<file path="config.mk">
export PLATFORM = sky130hd
export DESIGN_NAME = tmr_top
export DESIGN_NICKNAME = d
export VERILOG_FILES = /design/src/hw/tmr_pkg.sv /design/src/hw/tmr_regs.sv /design/src/hw/tmr_vote.sv /design/src/hw/tmr_ctrl.sv /design/src/hw/tmr_state_store.sv /design/src/hw/tmr_top.sv
export VERILOG_INCLUDE_DIRS = /design/src /design/src/hw
export SDC_FILE = /design/constraint.sdc
export NUM_CORES = 1
export LEC_CHECK = 0
export ABC_AREA = 0
export BUFFER_PORTS_ARGS = -buffer_cell sky130_fd_sc_hd__buf_2
export CORE_MARGIN = 1.5
export CORE_UTILIZATION = 40
export DETAILED_ROUTE_END_ITERATION = 8
export GPL_TIMING_DRIVEN = 0
export HOLD_SLACK_MARGIN = 0.06
export PLACE_DENSITY = 0.66
export SYNTH_ARGS = -nofsm -noshare
export SYNTH_HDL_FRONTEND = slang
export SYNTH_HIERARCHICAL = 1
export SYNTH_SLANG_ARGS = --single-unit
</file>
<file path="constraint.sdc">
create_clock -name clk_i -period 4.3 [get_ports clk_i]
set_clock_uncertainty 0.2 [all_clocks]
set_input_delay 1.075 -clock clk_i [delete_from_list [all_inputs] [get_ports clk_i]]
set_output_delay 1.075 -clock clk_i [all_outputs]
set_load 0.02 [all_outputs]
</file>
<file path="src/hw/tmr_config.svh">
// Build-time sizes and reset mode of the lockstep group, included by every file that needs them

`ifndef TMR_CONFIG_SVH
`define TMR_CONFIG_SVH

// Width of the data word each core presents to the voter
`define TMR_DATA_W 32

// Number of state words moved per unload and per reload
`define TMR_STATE_DEPTH 4

// Width of each saturating mismatch counter
`define TMR_CNT_W 8

// Set to 1 to leave reset with lockstep enabled
`define TMR_DEFAULT_ON 0

`endif

</file>
<file path="src/hw/tmr_pkg.sv">
// Shared types and register map of the lockstep group, referenced by scoped names

`default_nettype none

package tmr_pkg;

  // Operating mode of the group
  typedef enum logic [1:0] {
    NON_TMR    = 2'd0,
    TMR_RUN    = 2'd1,
    TMR_UNLOAD = 2'd2,
    TMR_RELOAD = 2'd3
  } tmr_mode_e;

  // Configuration register, setback sits in bit 0
  typedef struct packed {
    logic [27:0] reserved;
    logic        force_resynch;
    logic        synch_req;
    logic        reload_setback;
    logic        setback;
  } tmr_cfg_t;

  // One register word, seen as config fields or as a raw clear mask
  typedef union packed {
    tmr_cfg_t    cfg;
    logic [31:0] raw;
  } tmr_reg_word_u;

  // Register addresses
  localparam logic [3:0] TMR_ADDR_ENABLE = 4'd0;
  localparam logic [3:0] TMR_ADDR_CONFIG = 4'd1;
  localparam logic [3:0] TMR_ADDR_CLEAR  = 4'd2;
  localparam logic [3:0] TMR_ADDR_CNT0   = 4'd3;
  localparam logic [3:0] TMR_ADDR_CNT1   = 4'd4;
  localparam logic [3:0] TMR_ADDR_CNT2   = 4'd5;

endpackage

`default_nettype wire

</file>
<file path="src/hw/tmr_regs.sv">
// Software register file of the lockstep group, answering each bus request one cycle later

`include "tmr_config.svh"
`timescale 1ns/1ps
`default_nettype none

module tmr_regs (
  input  wire logic        clk_i,
  input  wire logic        rst_ni,
  input  wire logic        reg_valid_i,
  input  wire logic        reg_write_i,
  input  wire logic [3:0]  reg_addr_i,
  input  wire logic [31:0] reg_wdata_i,
  output logic             reg_rvalid_o,
  output logic [31:0]      reg_rdata_o,
  input  wire logic [2:0]  incr_mismatch_i,
  input  wire logic        force_clear_i,
  output logic             tmr_enable_o,
  output tmr_pkg::tmr_cfg_t cfg_o,
  output logic             force_resynch_o
);

  localparam int unsigned cnt_w = `TMR_CNT_W;

  tmr_pkg::tmr_reg_word_u wr_word;
  tmr_pkg::tmr_reg_word_u rd_word;
  tmr_pkg::tmr_cfg_t      cfg_wr;
  tmr_pkg::tmr_cfg_t      cfg_q;
  logic                   enable_q;
  logic [2:0][cnt_w-1:0]  cnt_q;
  logic                   wr_en;
  logic                   rd_en;
  logic [2:0]             clr_mask;

  assign wr_word.raw = reg_wdata_i;
  assign wr_en       = reg_valid_i & reg_write_i;
  assign rd_en       = reg_valid_i & ~reg_write_i;

  // Reserved bits never stick
  always_comb begin
    cfg_wr          = wr_word.cfg;
    cfg_wr.reserved = '0;
  end

  assign clr_mask = (wr_en && reg_addr_i == tmr_pkg::TMR_ADDR_CLEAR) ? wr_word.raw[2:0] : 3'b000;

  assign tmr_enable_o    = enable_q;
  assign cfg_o           = cfg_q;
  assign force_resynch_o = cfg_q.force_resynch;

  always_ff @(posedge clk_i or negedge rst_ni) begin
    if (!rst_ni) begin
      enable_q <= (`TMR_DEFAULT_ON != 0);
      cfg_q    <= '0;
    end else begin
      // Controller acknowledges the forced resynch
      if (force_clear_i) begin
        cfg_q.force_resynch <= 1'b0;
      end
      if (wr_en && reg_addr_i == tmr_pkg::TMR_ADDR_ENABLE) begin
        enable_q <= wr_word.raw[0];
      end
      if (wr_en && reg_addr_i == tmr_pkg::TMR_ADDR_CONFIG) begin
        cfg_q <= cfg_wr;
      end
    end
  end

  // Saturating counters, a clear beats a same-cycle increment
  always_ff @(posedge clk_i or negedge rst_ni) begin
    if (!rst_ni) begin
      cnt_q <= '0;
    end else begin
      for (int i = 0; i < 3; i++) begin
        if (clr_mask[i]) begin
          cnt_q[i] <= '0;
        end else if (incr_mismatch_i[i] && cnt_q[i] != {cnt_w{1'b1}}) begin
          cnt_q[i] <= cnt_q[i] + 1'b1;
        end
      end
    end
  end

  always_comb begin
    rd_word.raw = '0;
    case (reg_addr_i)
      tmr_pkg::TMR_ADDR_ENABLE: rd_word.raw[0] = enable_q;
      tmr_pkg::TMR_ADDR_CONFIG: rd_word.cfg = cfg_q;
      tmr_pkg::TMR_ADDR_CNT0:   rd_word.raw[cnt_w-1:0] = cnt_q[0];
      tmr_pkg::TMR_ADDR_CNT1:   rd_word.raw[cnt_w-1:0] = cnt_q[1];
      tmr_pkg::TMR_ADDR_CNT2:   rd_word.raw[cnt_w-1:0] = cnt_q[2];
      default:                  rd_word.raw = '0;
    endcase
  end

  always_ff @(posedge clk_i or negedge rst_ni) begin
    if (!rst_ni) begin
      reg_rvalid_o <= 1'b0;
    end else begin
      reg_rvalid_o <= reg_valid_i;
    end
  end

  // Writes answer with zero data
  always_ff @(posedge clk_i) begin
    reg_rdata_o <= rd_en ? rd_word.raw : 32'h0;
  end

endmodule

`default_nettype wire

</file>
<file path="src/hw/tmr_vote.sv">
// Combinational majority voter over the three core data words, flags the disagreeing core

`include "tmr_config.svh"
`timescale 1ns/1ps
`default_nettype none

module tmr_vote (
  input  wire logic [2:0][`TMR_DATA_W-1:0] core_data_i,
  output logic [`TMR_DATA_W-1:0]           voted_data_o,
  output logic [2:0]                       tmr_error_o,
  output logic                             single_mismatch_o,
  output logic                             failure_o
);

  logic eq_01;
  logic eq_02;
  logic eq_12;
  logic all_eq;
  logic any_eq;

  // Bitwise majority
  assign voted_data_o = (core_data_i[0] & core_data_i[1]) |
                        (core_data_i[0] & core_data_i[2]) |
                        (core_data_i[1] & core_data_i[2]);

  // Each core against the voted word
  always_comb begin
    for (int i = 0; i < 3; i++) begin
      tmr_error_o[i] = (core_data_i[i] != voted_data_o);
    end
  end

  // Pairwise equality
  assign eq_01 = (core_data_i[0] == core_data_i[1]);
  assign eq_02 = (core_data_i[0] == core_data_i[2]);
  assign eq_12 = (core_data_i[1] == core_data_i[2]);

  assign all_eq = eq_01 & eq_02 & eq_12;
  assign any_eq = eq_01 | eq_02 | eq_12;

  // Exactly one matching pair means one odd core out
  assign single_mismatch_o = any_eq & ~all_eq;

  // No pair agrees, nothing to vote on
  assign failure_o = ~any_eq;

endmodule

`default_nettype wire

</file>
<file path="src/hw/tmr_ctrl.sv">
// Lockstep mode FSM, reacts to mismatches with unload, setback and reload of the core state

`include "tmr_config.svh"
`timescale 1ns/1ps
`default_nettype none

module tmr_ctrl (
  input  wire logic              clk_i,
  input  wire logic              rst_ni,
  input  wire logic              tmr_enable_i,
  input  wire tmr_pkg::tmr_cfg_t cfg_i,
  input  wire logic              force_resynch_i,
  input  wire logic              single_mismatch_i,
  input  wire logic              failure_i,
  input  wire logic [2:0]        tmr_error_i,
  input  wire logic              store_full_i,
  input  wire logic              store_empty_i,
  input  wire logic              fetch_en_i,
  input  wire logic              cores_synch_i,
  output tmr_pkg::tmr_mode_e     mode_o,
  output logic [2:0]             setback_o,
  output logic                   unload_en_o,
  output logic                   reload_en_o,
  output logic [2:0]             incr_mismatch_o,
  output logic                   force_clear_o,
  output logic                   sw_resynch_req_o,
  output logic                   sw_synch_req_o
);

  localparam tmr_pkg::tmr_mode_e default_mode =
    (`TMR_DEFAULT_ON != 0) ? tmr_pkg::TMR_RUN : tmr_pkg::NON_TMR;

  tmr_pkg::tmr_mode_e mode_d;
  tmr_pkg::tmr_mode_e mode_q;
  logic               cores_synch_q;
  logic               synch_req;
  logic               synch_req_q;
  logic               resynch_req;
  logic               resynch_req_q;

  assign mode_o      = mode_q;
  assign unload_en_o = (mode_q == tmr_pkg::TMR_UNLOAD);
  assign reload_en_o = (mode_q == tmr_pkg::TMR_RELOAD);
  assign resynch_req = unload_en_o;

  // Requests leave as single-cycle pulses on their rising edge
  assign sw_resynch_req_o = resynch_req & ~resynch_req_q;
  assign sw_synch_req_o   = synch_req & ~synch_req_q;

  always_comb begin
    mode_d          = mode_q;
    setback_o       = 3'b000;
    incr_mismatch_o = 3'b000;
    force_clear_o   = 1'b0;
    synch_req       = 1'b0;

    case (mode_q)
      tmr_pkg::TMR_RUN: begin
        if (force_resynch_i) begin
          force_clear_o = 1'b1;
          mode_d        = tmr_pkg::TMR_UNLOAD;
        end
        // Count the offending core and start recovery
        if (single_mismatch_i) begin
          incr_mismatch_o = tmr_error_i;
          mode_d          = tmr_pkg::TMR_UNLOAD;
        end
      end

      tmr_pkg::TMR_UNLOAD: begin
        // State saved, reset cores once and restore
        if (store_full_i) begin
          mode_d = tmr_pkg::TMR_RELOAD;
          if (cfg_i.setback) begin
            setback_o = 3'b111;
          end
        end
      end

      tmr_pkg::TMR_RELOAD: begin
        if (store_empty_i) begin
          mode_d = tmr_pkg::TMR_RUN;
        end else if ((single_mismatch_i || failure_i) && cfg_i.reload_setback) begin
          // Fresh error while restoring
          setback_o = 3'b111;
        end
      end

      tmr_pkg::NON_TMR: begin
        // Wait for software to bring the cores in step
        if (tmr_enable_i) begin
          synch_req = cfg_i.synch_req;
          if (cores_synch_q) begin
            mode_d = tmr_pkg::TMR_RELOAD;
          end
        end
      end

      default: begin
        mode_d = tmr_pkg::NON_TMR;
      end
    endcase

    // Before fetch starts the mode simply tracks the enable bit
    if (!fetch_en_i) begin
      synch_req = 1'b0;
      mode_d    = tmr_enable_i ? tmr_pkg::TMR_RUN : tmr_pkg::NON_TMR;
    end

    // Leaving lockstep, cores 1 and 2 restart
    if (mode_q == tmr_pkg::TMR_RUN && !tmr_enable_i) begin
      mode_d = tmr_pkg::NON_TMR;
      if (cfg_i.setback) begin
        setback_o = 3'b110;
      end
    end
  end

  always_ff @(posedge clk_i or negedge rst_ni) begin
    if (!rst_ni) begin
      mode_q        <= default_mode;
      cores_synch_q <= 1'b0;
      synch_req_q   <= 1'b0;
      resynch_req_q <= 1'b0;
    end else begin
      mode_q        <= mode_d;
      cores_synch_q <= cores_synch_i;
      synch_req_q   <= synch_req;
      resynch_req_q <= resynch_req;
    end
  end

endmodule

`default_nettype wire

</file>
<file path="src/hw/tmr_state_store.sv">
// Pointer model of the core state store, filled during unload and drained during reload

`include "tmr_config.svh"
`timescale 1ns/1ps
`default_nettype none

module tmr_state_store (
  input  wire logic clk_i,
  input  wire logic rst_ni,
  input  wire logic unload_en_i,
  input  wire logic reload_en_i,
  output logic      store_full_o,
  output logic      store_empty_o
);

  localparam int unsigned depth = `TMR_STATE_DEPTH;
  localparam int unsigned ptr_w = $clog2(depth + 1);
  localparam logic [ptr_w-1:0] ptr_max = ptr_w'(depth);

  logic [ptr_w-1:0] ptr_d;
  logic [ptr_w-1:0] ptr_q;
  logic             full_q;
  logic             empty_q;

  // One word per cycle in either direction
  always_comb begin
    ptr_d = ptr_q;
    if (unload_en_i && !full_q) begin
      ptr_d = ptr_q + 1'b1;
    end else if (reload_en_i && !empty_q) begin
      ptr_d = ptr_q - 1'b1;
    end
  end

  always_ff @(posedge clk_i or negedge rst_ni) begin
    if (!rst_ni) begin
      ptr_q   <= '0;
      full_q  <= 1'b0;
      empty_q <= 1'b1;
    end else begin
      ptr_q   <= ptr_d;
      // Flags follow the new pointer
      full_q  <= (ptr_d == ptr_max);
      empty_q <= (ptr_d == '0);
    end
  end

  assign store_full_o  = full_q;
  assign store_empty_o = empty_q;

endmodule

`default_nettype wire

</file>
<file path="src/hw/tmr_top.sv">
// Top level of the lockstep control subsystem, joins registers, voter, FSM and state store

`include "tmr_config.svh"
`timescale 1ns/1ps
`default_nettype none

module tmr_top (
  input  wire logic                        clk_i,
  input  wire logic                        rst_ni,
  input  wire logic                        reg_valid_i,
  input  wire logic                        reg_write_i,
  input  wire logic [3:0]                  reg_addr_i,
  input  wire logic [31:0]                 reg_wdata_i,
  output logic                             reg_rvalid_o,
  output logic [31:0]                      reg_rdata_o,
  input  wire logic [2:0][`TMR_DATA_W-1:0] core_data_i,
  output logic [`TMR_DATA_W-1:0]           voted_data_o,
  input  wire logic                        fetch_en_i,
  input  wire logic                        cores_synch_i,
  output tmr_pkg::tmr_mode_e               mode_o,
  output logic [2:0]                       setback_o,
  output logic                             sw_resynch_req_o,
  output logic                             sw_synch_req_o
);

  logic              tmr_enable;
  tmr_pkg::tmr_cfg_t cfg;
  logic              force_resynch;
  logic              force_clear;
  logic [2:0]        incr_mismatch;
  logic [2:0]        tmr_error;
  logic              single_mismatch;
  logic              failure;
  logic              unload_en;
  logic              reload_en;
  logic              store_full;
  logic              store_empty;

  tmr_regs u_regs (
    .clk_i           (clk_i),
    .rst_ni          (rst_ni),
    .reg_valid_i     (reg_valid_i),
    .reg_write_i     (reg_write_i),
    .reg_addr_i      (reg_addr_i),
    .reg_wdata_i     (reg_wdata_i),
    .reg_rvalid_o    (reg_rvalid_o),
    .reg_rdata_o     (reg_rdata_o),
    .incr_mismatch_i (incr_mismatch),
    .force_clear_i   (force_clear),
    .tmr_enable_o    (tmr_enable),
    .cfg_o           (cfg),
    .force_resynch_o (force_resynch)
  );

  tmr_vote u_vote (
    .core_data_i       (core_data_i),
    .voted_data_o      (voted_data_o),
    .tmr_error_o       (tmr_error),
    .single_mismatch_o (single_mismatch),
    .failure_o         (failure)
  );

  tmr_ctrl u_ctrl (
    .clk_i             (clk_i),
    .rst_ni            (rst_ni),
    .tmr_enable_i      (tmr_enable),
    .cfg_i             (cfg),
    .force_resynch_i   (force_resynch),
    .single_mismatch_i (single_mismatch),
    .failure_i         (failure),
    .tmr_error_i       (tmr_error),
    .store_full_i      (store_full),
    .store_empty_i     (store_empty),
    .fetch_en_i        (fetch_en_i),
    .cores_synch_i     (cores_synch_i),
    .mode_o            (mode_o),
    .setback_o         (setback_o),
    .unload_en_o       (unload_en),
    .reload_en_o       (reload_en),
    .incr_mismatch_o   (incr_mismatch),
    .force_clear_o     (force_clear),
    .sw_resynch_req_o  (sw_resynch_req_o),
    .sw_synch_req_o    (sw_synch_req_o)
  );

  tmr_state_store u_store (
    .clk_i         (clk_i),
    .rst_ni        (rst_ni),
    .unload_en_i   (unload_en),
    .reload_en_i   (reload_en),
    .store_full_o  (store_full),
    .store_empty_o (store_empty)
  );

endmodule

`default_nettype wire

</file>
==> metrics.md <==
| Metric | Value |
|---|---|
| WL final | `16.42 mm` |
| Most common cell after layout, fill and taps aside | `buf_2` |
| DP HPWL | `13.53 mm` |
| Vias post-DR | `5262` |
| CP Capture Type | `output pin` |
| CTS Root Cell | `clkbuf_16` |
| Fin. Hold Viols | `0` |
| Initial Utilization | `41.14%` |
| CTS tree | `yes` |
| Highest clock rate | `232.8 MHz` |
| Core Area | `13990 sq um` |
| Most frequent cells in the layout | `buf_2 (160), xor2_1 (99), ha_1 (91)` |
| Maxcap violations | `0` |
| Clock buffer depth | `2` |
| Antenna violations before repair | `4` |
| Gr ovfl total | `0` |
| Std-Cell Rows | `43` |
| Die Wd | `123.0 um` |
| PnR Total Power | `1.837 mW` |
| Average cell area after synthesis | `9.283 sq um` |
| Crit path DAT | `3.02 ns` |
| Peak supply drop | `0.1398 mV` |
| Port buffer count | `157` |
| Final setup viols | `0` |
| Gate Count Post-Synth | `620` |
| Die Height | `123.0 um` |
| PwrDens | `248.7 nW/um^2` |
| Die ar. | `15120 sq um` |
| # DRC | `0` |
| Tcrit/Tclk final | `99.88%` |
| Clk Latency, worst-skew pair | `0.29 ns` |
| Layout cell share with drive strength beyond 1 | `35.06%` |
| Worst Path Max Fanout | `3` |
| Flop2flop setup slack | `2.07 ns` |
| Yosys warns | `6` |
| Vias per cell | `5.310` |
| Kind of critical path | `in -> out` |
| Antenna Nets Post-Route | `0` |
| GPL Wtd Cong | `0.8487` |
| Setup TNS | `0 ns` |
| Clock sink count | `48` |
| Tmin final | `4.295 ns` |
| Min-Delay Path Class | `reg -> reg` |
| Vias in the first global route | `5097` |
| I/O pin count | `210` |
| Largest net degree at the start of global routing | `41` |
| Lkg Pwr | `3.597 nW` |
| Syn-to-layout area delta | `28.33%` |
| H-tree Lvls | `2` |
| Fin nets | `1048` |
| Final Max Tran Viols | `0` |
| Routed wire length per instance | `16.57 um` |
| Slew @ Worst Pin | `0.9242 ns` |
| Starting DRT DRC Count | `267` |
| Fin util | `52.80%` |
| CTS buffer count | `5` |
| Status | `finished clean` |
| Drt first pass iters | `5` |
| Min Hold Slack | `0.3505 ns` |
| Netlist Area Pre-Place | `5756 sq um` |
| WP data required | `3.02 ns` |
| Critical Path Source Type | `primary input` |
| First-pass GRT wire length | `24.98 mm` |
| Slew HR | `38.39%` |
| Clock-pin slew on the worst setup and hold paths | `0.06 ns` |
| Total GRT Usage | `21.34%` |
==> critical path, cell delays in order <==
cell     delay, ns
buf_2         0.13
ha_1          0.33
nor4_4        0.34
nand4_1       0.19
nor2_2        0.20
nor3_2        0.08
a31oi_2       0.19
nor2_2        0.09
o21ai_2       0.16
buf_4         0.12
buf_4         0.12
==> sequential cells by signal, summed over array words and instances, names as in the netlist, 2 cells and up <==
name,cells
u_ctrl/mode_o,2
u_regs/cfg_o,3
u_regs/cnt_q,24
u_regs/reg_rdata_o,8
u_store/ptr_q,3
==> where the power goes <==
group,total (mW),switching (mW),internal [mW]
Sequential,0.583,0.0742,0.509
Clock,0.418,0.168,0.250
Combinational,0.837,0.472,0.365
==> per-layer routing <==
metal / part of all wire (%) / track usage, % / wire length, um
met5: 0.16 / 0 / 26
met4: 2.3 / 6.541 / 381
met3: 6.1 / 4.382 / 1004
met2: 48 / 37.01 / 7951
met1: 43 / 26.52 / 7051
==> repair_timing <==
item / CTS / global route
pin swaps: 0 / 16
hold buffers: 0 / 0
setup buffers: 1 / 1
resized for setup: 22 / 25
endpoints found under the setup margin: 3 / 3
==> final timing paths <==
kind                                         startpoint                           to  cells past startpoint
max in group asynchronous                        rst_ni   u_store/ptr_q[2]$_DFF_PN0_                      1
max reg2reg                u_ctrl/mode_o[0]$_DFFE_PN0P_  u_regs/cnt_q[5]$_DFFE_PN0P_                      7
max                                     core_data_i[37]                 setback_o[2]                     11
min reg2reg                 u_regs/cfg_o[2]$_DFFE_PN0P_  u_regs/cfg_o[2]$_DFFE_PN0P_                      1
min in group asynchronous                        rst_ni   u_store/ptr_q[0]$_DFF_PN0_                      1
min                         u_regs/cfg_o[2]$_DFFE_PN0P_  u_regs/cfg_o[2]$_DFFE_PN0P_                      1
==> stage by stage <==
| step | worst slack (ns) | std cells | area, sq um |
|---|---|---|---|
| 4_1_cts | 0.001982 | 989 | 7163 |
| 3_3_place_gp | -0.4160 | 980 | 6853 |
| 6_report | 0.004958 | 991 | 7386 |
| 3_5_place_dp | -0.4046 | 980 | 6853 |
| 2_1_floorplan | 0.1383 | 643 | 5842 |
| 5_1_grt | -0.1214 | 991 | 7386 |
==> final cells by class <==
type | count | area (sq um)
Clock inverter | 1 | 5.005
Tap cell | 180 | 225.2
Sequential cell | 48 | 1162
Multi-Input combinational cell | 522 | 4644
Antenna cell | 1 | 2.502
Fill cell | 1342 | 6603
Inverter | 39 | 146.4
Buffer | 34 | 242.7
Timing Repair Buffer | 159 | 803.3
Clock buffer | 7 | 153.9
Note: power is estimated with default switching activity, not from simulation.
